$ cat src/design/crc24_pkg.sv
`default_nettype none

package crc24_pkg;

	//////////////////////////////////////////////////
	// interlaken crc24 constants
	//////////////////////////////////////////////////

	// the state is shifted msb first with no bit reflection
	localparam int crc_width = 24;

	typedef logic [crc_width-1:0] crc_t;

	// generator x^24 + x^21 + x^20 + x^17 + x^15 + x^11 + x^9 + x^8 + x^6 + x^5 + x + 1
	localparam crc_t crc_poly = 24'h32_8b63;

	// a message starts from all ones and the result is not inverted at the end
	localparam crc_t crc_init = {crc_width{1'b1}};

	//////////////////////////////////////////////////
	// span of a closing word
	//////////////////////////////////////////////////

	// how many earlier words of the same message the current word has to absorb
	typedef enum logic [1:0] {
		span_none = 2'd0,
		span_one  = 2'd1,
		span_two  = 2'd2
	} span_e;

	// one serial step of the lfsr, used only at elaboration to build the xor tables
	function automatic crc_t crc_step(crc_t c, logic din);
		logic fb;
		fb = c[crc_width-1] ^ din;
		return {c[crc_width-2:0], 1'b0} ^ (fb ? crc_poly : crc_t'(0));
	endfunction

endpackage

`default_nettype wire

$ cat src/design/burst_pkg.sv
`default_nettype none

package burst_pkg;

	import crc24_pkg::*;

	// width of one data word on the input
	localparam int word_width = 64;

	//////////////////////////////////////////////////
	// input beat
	//////////////////////////////////////////////////

	// first and last mark the message boundaries, a one word message has both set
	typedef struct packed {
		logic [word_width-1:0] data;
		logic                  valid;
		logic                  first;
		logic                  last;
	} word_beat_t;

	//////////////////////////////////////////////////
	// history to combiner
	//////////////////////////////////////////////////

	// cur is the partial of the closing word, prev1 the word before it
	// prev2 is the oldest word and already carries the seeded init term
	typedef struct packed {
		crc_t  cur;
		crc_t  prev1;
		crc_t  prev2;
		span_e span;
		logic  done;
	} span_slots_t;

endpackage

`default_nettype wire

$ cat src/design/crc24_span_combine.sv
`timescale 1ns/1ns
`default_nettype none

module crc24_span_combine #(
	parameter int word_bits = 64
) (
	input  wire logic                   clk,
	input  wire logic                   arst,
	input  wire logic                   ena,
	input  wire burst_pkg::span_slots_t slots,
	output crc24_pkg::crc_t             crc,
	output logic                        crc_done
);

	import crc24_pkg::*;

	// init advanced across one, two and three words, all constants
	crc_t init_adv1;
	crc_t init_adv2;
	crc_t init_adv3;
	// older partials advanced up to the closing word
	crc_t prev1_adv;
	crc_t prev2_adv;

	span_e span_r;
	crc_t base_term;
	logic use_prev1;
	crc_t prev1_term;
	crc_t cur_r;
	logic last_done;

	//////////////////////////////////////////////////
	// constant init terms
	//////////////////////////////////////////////////

	crc24_zero_advance #(.word_bits(word_bits), .zero_words(1)) u_init1 (
		.c      (crc_init),
		.crc_out(init_adv1)
	);

	crc24_zero_advance #(.word_bits(word_bits), .zero_words(2)) u_init2 (
		.c      (crc_init),
		.crc_out(init_adv2)
	);

	crc24_zero_advance #(.word_bits(word_bits), .zero_words(3)) u_init3 (
		.c      (crc_init),
		.crc_out(init_adv3)
	);

	//////////////////////////////////////////////////
	// older partials
	//////////////////////////////////////////////////

	crc24_zero_advance #(.word_bits(word_bits), .zero_words(1)) u_prev1 (
		.c      (slots.prev1),
		.crc_out(prev1_adv)
	);

	// prev2 is read one cycle after the closing beat, the history does not
	// move it on a last word so it is still valid here
	crc24_zero_advance #(.word_bits(word_bits), .zero_words(2)) u_prev2 (
		.c      (slots.prev2),
		.crc_out(prev2_adv)
	);

	// the span is registered first and the base term is picked after it
	always_ff @(posedge clk or posedge arst) begin
		if (arst) begin
			span_r <= span_none;
		end else if (ena) begin
			span_r <= slots.span;
		end
	end

	// for three words the seeded prev2 already carries the init term
	// an encoding outside the enum falls back to the plain three word init
	always_comb begin
		case (span_r)
			span_none: base_term = init_adv1;
			span_one:  base_term = init_adv2;
			span_two:  base_term = prev2_adv;
			default:   base_term = init_adv3;
		endcase
	end

	// prev1 only counts when the closing word has at least one word before it
	assign use_prev1 = (slots.span == span_one) || (slots.span == span_two);

	always_ff @(posedge clk or posedge arst) begin
		if (arst) begin
			prev1_term <= '0;
		end else if (ena) begin
			prev1_term <= use_prev1 ? prev1_adv : '0;
		end
	end

	// the closing word's own partial is always in, delayed to line up
	always_ff @(posedge clk or posedge arst) begin
		if (arst) begin
			cur_r     <= '0;
			last_done <= 1'b0;
		end else if (ena) begin
			cur_r     <= slots.cur;
			last_done <= slots.done;
		end
	end

	//////////////////////////////////////////////////
	// message crc
	//////////////////////////////////////////////////

	// crc_done rises together with the new value and falls on the next enabled edge
	always_ff @(posedge clk or posedge arst) begin
		if (arst) begin
			crc      <= crc_init;
			crc_done <= 1'b0;
		end else if (ena) begin
			crc_done <= last_done;
			if (last_done) begin
				crc <= cur_r ^ base_term ^ prev1_term;
			end
		end
	end

endmodule

`default_nettype wire

$ cat src/design/crc24_span_history.sv
`timescale 1ns/1ns
`default_nettype none

module crc24_span_history #(
	parameter int word_bits = 64
) (
	input  wire logic           clk,
	input  wire logic           arst,
	input  wire logic           ena,
	input  wire crc24_pkg::crc_t part,
	input  wire logic           part_valid,
	input  wire logic           part_first,
	input  wire logic           part_last,
	output burst_pkg::span_slots_t slots
);

	import crc24_pkg::*;

	// init advanced by one word, added to the first word when it lands in prev2
	crc_t seed;
	crc_t prev1_q;
	crc_t prev2_q;
	// words of the current message already held, saturates at two
	logic [1:0] count;
	span_e span;

	crc24_zero_advance #(
		.word_bits (word_bits),
		.zero_words(1)
	) u_seed (
		.c      (crc_init),
		.crc_out(seed)
	);

	//////////////////////////////////////////////////
	// span of the word in the pipeline
	//////////////////////////////////////////////////

	// a first word never looks back, even if the last message was cut short
	always_comb begin
		if (part_first) begin
			span = span_none;
		end else begin
			case (count)
				2'd0:    span = span_none;
				2'd1:    span = span_one;
				default: span = span_two;
			endcase
		end
	end

	//////////////////////////////////////////////////
	// partial history
	//////////////////////////////////////////////////

	// only words that do not close the message are pushed back
	// the closing word leaves the slots alone so the combiner can still read
	// prev2 one cycle later
	always_ff @(posedge clk or posedge arst) begin
		if (arst) begin
			count   <= 2'd0;
			prev1_q <= '0;
			prev2_q <= '0;
		end else if (ena && part_valid) begin
			if (part_last) begin
				count <= 2'd0;
			end else begin
				prev1_q <= part;
				if (part_first) begin
					count   <= 2'd1;
					prev2_q <= '0;
				end else begin
					// prev1 holds the first word when count is one, so seed it now
					prev2_q <= (count == 2'd1) ? (prev1_q ^ seed) : prev1_q;
					if (count != 2'd2) begin
						count <= count + 2'd1;
					end
				end
			end
		end
	end

	// slots follow the word stage directly; done marks the closing beat
	always_comb begin
		slots.cur   = part;
		slots.prev1 = prev1_q;
		slots.prev2 = prev2_q;
		slots.span  = span;
		slots.done  = part_valid & part_last;
	end

endmodule

`default_nettype wire

$ cat src/design/crc24_top.sv
`timescale 1ns/1ns
`default_nettype none

module crc24_top #(
	parameter int word_bits = burst_pkg::word_width
) (
	input  wire logic                  clk,
	input  wire logic                  arst,
	input  wire logic                  ena,
	input  wire burst_pkg::word_beat_t beat,
	output crc24_pkg::crc_t            crc,
	output logic                       crc_done
);

	import crc24_pkg::*;
	import burst_pkg::*;

	// per word partial and its flags, one enabled cycle behind the beat
	crc_t part;
	logic part_valid;
	logic part_first;
	logic part_last;
	// lined up partials of the message being closed
	span_slots_t slots;

	//////////////////////////////////////////////////
	// pipeline word crc, history, combiner
	//////////////////////////////////////////////////

	crc24_word #(.word_bits(word_bits)) u_word (
		.clk       (clk),
		.arst      (arst),
		.ena       (ena),
		.beat      (beat),
		.part      (part),
		.part_valid(part_valid),
		.part_first(part_first),
		.part_last (part_last)
	);

	crc24_span_history #(.word_bits(word_bits)) u_history (
		.clk       (clk),
		.arst      (arst),
		.ena       (ena),
		.part      (part),
		.part_valid(part_valid),
		.part_first(part_first),
		.part_last (part_last),
		.slots     (slots)
	);

	// two more register levels, crc lands three enabled edges after the beat
	crc24_span_combine #(.word_bits(word_bits)) u_combine (
		.clk     (clk),
		.arst    (arst),
		.ena     (ena),
		.slots   (slots),
		.crc     (crc),
		.crc_done(crc_done)
	);

endmodule

`default_nettype wire

$ cat src/design/crc24_word.sv
`timescale 1ns/1ns
`default_nettype none

module crc24_word #(
	parameter int word_bits = 64
) (
	input  wire logic                  clk,
	input  wire logic                  arst,
	input  wire logic                  ena,
	input  wire burst_pkg::word_beat_t beat,
	output crc24_pkg::crc_t            part,
	output logic                       part_valid,
	output logic                       part_first,
	output logic                       part_last
);

	import crc24_pkg::*;

	// the word must fit in the beat, the low word_bits bits are used
	logic [word_bits-1:0] data_w;
	crc_t part_next;

	// bit out_bit of the zero-initialised crc is the parity of the data bits
	// whose single-bit word would set that bit, so build the tap mask here
	function automatic logic [word_bits-1:0] data_taps(int out_bit);
		logic [word_bits-1:0] taps;
		crc_t c;
		taps = '0;
		for (int i = 0; i < word_bits; i++) begin
			c = '0;
			// data goes out msb first, so bit word_bits-1 enters the lfsr first
			for (int k = word_bits - 1; k >= 0; k--) begin
				c = crc_step(c, k == i);
			end
			taps[i] = c[out_bit];
		end
		return taps;
	endfunction

	assign data_w = beat.data[word_bits-1:0];

	//////////////////////////////////////////////////
	// flat xor network, one parity tree per crc bit
	//////////////////////////////////////////////////

	for (genvar j = 0; j < crc_width; j++) begin : g_bit
		localparam logic [word_bits-1:0] taps = data_taps(j);
		assign part_next[j] = ^(data_w & taps);
	end

	//////////////////////////////////////////////////
	// output registers
	//////////////////////////////////////////////////

	// partial and flags move together, one enabled cycle behind the beat
	always_ff @(posedge clk or posedge arst) begin
		if (arst) begin
			part       <= '0;
			part_valid <= 1'b0;
			part_first <= 1'b0;
			part_last  <= 1'b0;
		end else if (ena) begin
			part       <= part_next;
			part_valid <= beat.valid;
			part_first <= beat.first;
			part_last  <= beat.last;
		end
	end

endmodule

`default_nettype wire

$ cat src/design/crc24_zero_advance.sv
`timescale 1ns/1ns
`default_nettype none

module crc24_zero_advance #(
	parameter int word_bits  = 64,
	parameter int zero_words = 1
) (
	input  wire crc24_pkg::crc_t c,
	output crc24_pkg::crc_t      crc_out
);

	import crc24_pkg::*;

	// total number of zero bits that the state is pushed across
	localparam int zero_bits = zero_words * word_bits;

	// shifting in zeros is linear in the state, so each output bit is the parity
	// of a fixed set of input bits, found by running every unit state through
	function automatic crc_t state_taps(int out_bit);
		crc_t taps;
		crc_t s;
		taps = '0;
		for (int i = 0; i < crc_width; i++) begin
			s = crc_t'(1) << i;
			for (int k = 0; k < zero_bits; k++) begin
				s = crc_step(s, 1'b0);
			end
			taps[i] = s[out_bit];
		end
		return taps;
	endfunction

	//////////////////////////////////////////////////
	// constant matrix times state
	//////////////////////////////////////////////////

	// with a constant c the whole block folds down to a constant
	for (genvar j = 0; j < crc_width; j++) begin : g_bit
		localparam crc_t taps = state_taps(j);
		assign crc_out[j] = ^(c & taps);
	end

endmodule

`default_nettype wire

$ cat config.mk
export PLATFORM = sky130hd
export DESIGN_NAME = crc24_top
export DESIGN_NICKNAME = d
export VERILOG_FILES = /design/src/design/crc24_pkg.sv /design/src/design/burst_pkg.sv /design/src/design/crc24_span_combine.sv /design/src/design/crc24_span_history.sv /design/src/design/crc24_top.sv /design/src/design/crc24_word.sv /design/src/design/crc24_zero_advance.sv
export SDC_FILE = /design/constraint.sdc
export NUM_CORES = 1
export LEC_CHECK = 0
export BUFFER_PORTS_ARGS = -buffer_cell sky130_fd_sc_hd__buf_2
export CAP_MARGIN = 20
export CORE_UTILIZATION = 45
export DETAILED_ROUTE_END_ITERATION = 6
export PLACE_DENSITY = 0.66
export SLEW_MARGIN = 10
export SYNTH_ARGS = -nofsm -noshare
export SYNTH_HDL_FRONTEND = slang
export SYNTH_HIERARCHICAL = 1
export SYNTH_SLANG_ARGS = --single-unit
export TNS_END_PERCENT = 10
$ cat constraint.sdc
create_clock -name clk -period 6.7 [get_ports clk]
set_input_delay 0.335 -clock clk [delete_from_list [all_inputs] [get_ports clk]]
set_output_delay 0.335 -clock clk [all_outputs]
set_load 0.01 [all_outputs]
==> results.toml <==
[floorplan]
row_count = 77
initial_core_util_pct = 45.6
die_y_um = 214
die_area_um2 = 45700
die_w_um = 214
core_um2 = 44200
io_pins = 95

[timing]
rsz0062_at_grt = "false"
tightest_slew_ns = 1.03
finalSetupViolations = 0
fmax_mhz = 356
whs_ns = 0.130
fin_crit_sh_pct = 42.0
hold_violations = 0
slew_violations = 0
fin_skew_ns = 0.0117
finalCriticalPeriod_ns = 2.81
tns_ns = 0
maxSlewHeadroom_pct = 31.0

[global_route]
grt_max_degree = 71
grt_overflow = 0
antenna_found_initial = 0
grtUsageTotal_pct = 23.5
grt_pass1_vias = 12000
grt_pass1_wl_mm = 77.2

[synthesis]
yosys_register_bits = 153
synth_area_leaders = "xnor2_1, xnor3_1, dfrtp_1, xor2_1, xor3_1"
netlist_area_um2 = 20200
avgSynthCellArea_um2 = 12.2
yosys_warnings = 6
ys_seq_area_share_pct = 19.1
yosys.area.top_type_share_pct = 24.4
yosysTopAreaCell = "xnor2_1"
netlist_instances = 1657
ys_types = 47

[setup_path]
criticalPathCategory = "reg2reg"
reg2reg_from = "u_history/prev2_q[19]$_DFFE_PP0P_"
arrival_ns = 3.15
crit_start = "u_history/prev2_q[19]$_DFFE_PP0P_"
path_max_fanout = 5
startpoint_type = "flop"
end_kind = "flop"
required_ns = 7.04

[hold_path]
hp-start = "beat[0]"
hold_class = "in2reg"

[route]
viasPerCell = 4.72
drc = 0
drtIter0Drc = 764
drt_wl_total_mm = 51.6
drt_first_pass_iters = 5
vias = 11600
avgRoutedWirePerCell_um = 20.9
route.antenna.remaining_nets = 0

[final_layout]
area.growth.synth_to_final_pct = 8.52
final_cell_mix = "xnor2_1, conb_1, xor2_1"
seq_area_um2 = 3860
drive_above_1_share_pct = 16.4
final_common_cell = "xnor2_1"
multi_input_area_um2 = 16200
final.fill_count = 3974
nNetsFinal = 1933
n_antenna_cell = 0

[clocking]
post_cts_buffers = 0
cts_max_level = 4
path_clk_slew_ns = 0.06
clockBufferDepth = 2
cts_sinks = 153
cts_buffers = 17
insertion_delay_ns = 0.44
cts_tree = "done"
root_buffer = "clkbuf_16"

[job]
maxCapViolations = 0

[placed_design]
port_buffers = 94
gp_congestion = 0.983
hpwl_mm = 43.2

[power]
leakagePower_nw = 10.7
finalPower_mw = 13.6
p_per_area_nw_per_um2 = 619
peakVddDrop_uv = 457

[run_status]
outcome = "completed"
[layout make-up]
cell class              count  area share, %
multi-input cells        1574           73.9
flip-flops and latches    153           17.6
well taps                 592           3.38
repair buffers            103           2.47
clock buffers              24           2.15
clock inverters             8          0.331
inverters                  11          0.194
[path summary, 6_finish.rpt]
path	cells after the start	slack [ns]	to
max reg2reg	7	3.89	u_combine/crc[18]$_DFFE_PP1P_
min	2	0.13	u_word/part_last$_DFFE_PP0P_
max	7	3.89	u_combine/crc[18]$_DFFE_PP1P_
min reg2reg	2	0.46	u_combine/crc[11]$_DFFE_PP1P_
min in group asynchronous	3	0.34	u_combine/last_done$_DFFE_PP0P_
max in group asynchronous	4	5.22	u_combine/prev1_term[2]$_DFFE_PP0P_
[registers in the layout, indices dropped and copies added (netlist names)]
signal,cells
u_word/part_valid,1
u_history/count,2
u_history/prev1_q,24
u_history/prev2_q,24
u_word/part,24
u_combine/last_done,1
u_combine/span_r,2
u_word/part_last,1
u_combine/crc,24
u_combine/crc_done,1
u_combine/cur_r,24
u_word/part_first,1
u_combine/prev1_term,24
[synthesized netlist by cell type (all sizes together)]
library cell	number
xnor2	578
xor2	234
xnor3	209
dfrtp	129
buf	100
nand2	74
mux2	62
clkbuf	52
o21ai	50
xor3	36
a22o	24
dfstp	24
mux4	24
nor2	17
a21oi	16
inv	11
ha	3
conb	2
mux2i	2
and2	1
clkdlybuf4s50	1
dlygate4sd1	1
dlygate4sd3	1
nand3b	1
nor2b	1
nor3b	1
o22a	1
o31ai	1
or3	1
[logic make-up (layout without fill, tap and decap cells)]
group	Yosys count	after routing	synth area share, %
DFF	153	153	19.1
AOI/OAI and AO/OA	92	92	3.14
and+or+nand+nor	96	96	1.88
muxes	88	88	6.33
other	2	238	0.0372
xor gates and xnor gates	1057	1057	64.2
buffers and inverters	166	146	5.13
adders and majority gates	3	3	0.186
[stage by stage]
| step | instance area, um2 | std cells | worst slack (ns) | util [%] |
|---|---|---|---|---|
| after floorplan | 21100 | 1893 | 4.26 | - |
| after global placement | 21400 | 2432 | 4.02 | 48.3 |
| after detailed placement | 21400 | 2432 | 3.93 | 48.3 |
| after CTS | 21900 | 2465 | 3.91 | 49.5 |
| after global routing | 21900 | 2465 | 3.77 | 49.5 |
| final | 21900 | 2465 | 3.89 | 49.5 |
[report_power, final]
part / internal [mW] / switching (mW) / leakage, nW
combinational: 5.94 / 4.60 / 8.60
sequential: 1.39 / 0.724 / 1.82
clock: 0.528 / 0.384 / 0.262
[worst max-delay path: stages, from the launching register on]
cell and delay, ns:
dfrtp_1 0.49, xnor2_2 0.48, xnor2_1 0.24, xnor3_1 0.50, xnor2_1 0.18, mux4_1 0.52, xnor2_1 0.14, o21ai_0 0.16
[metal layers]
layer  wire [um]  share of wire [%]  vias up  GRT usage, %
met5           0                  0        -             0
li1            -                  -     5537             -
met1       22500                 44     5740          31.4
met4        1530                3.0        0          8.28
met2       25300                 49      300          39.3
met3        2240                4.3       61          2.71
[what timing repair did]
action | 4_1_cts | 5_1_grt
endpoints found under the hold margin | 11 | 0
hold buffers | 1 | 0
gates resized for setup | 0 | 0
Note: power is estimated with default switching activity, not from simulation.
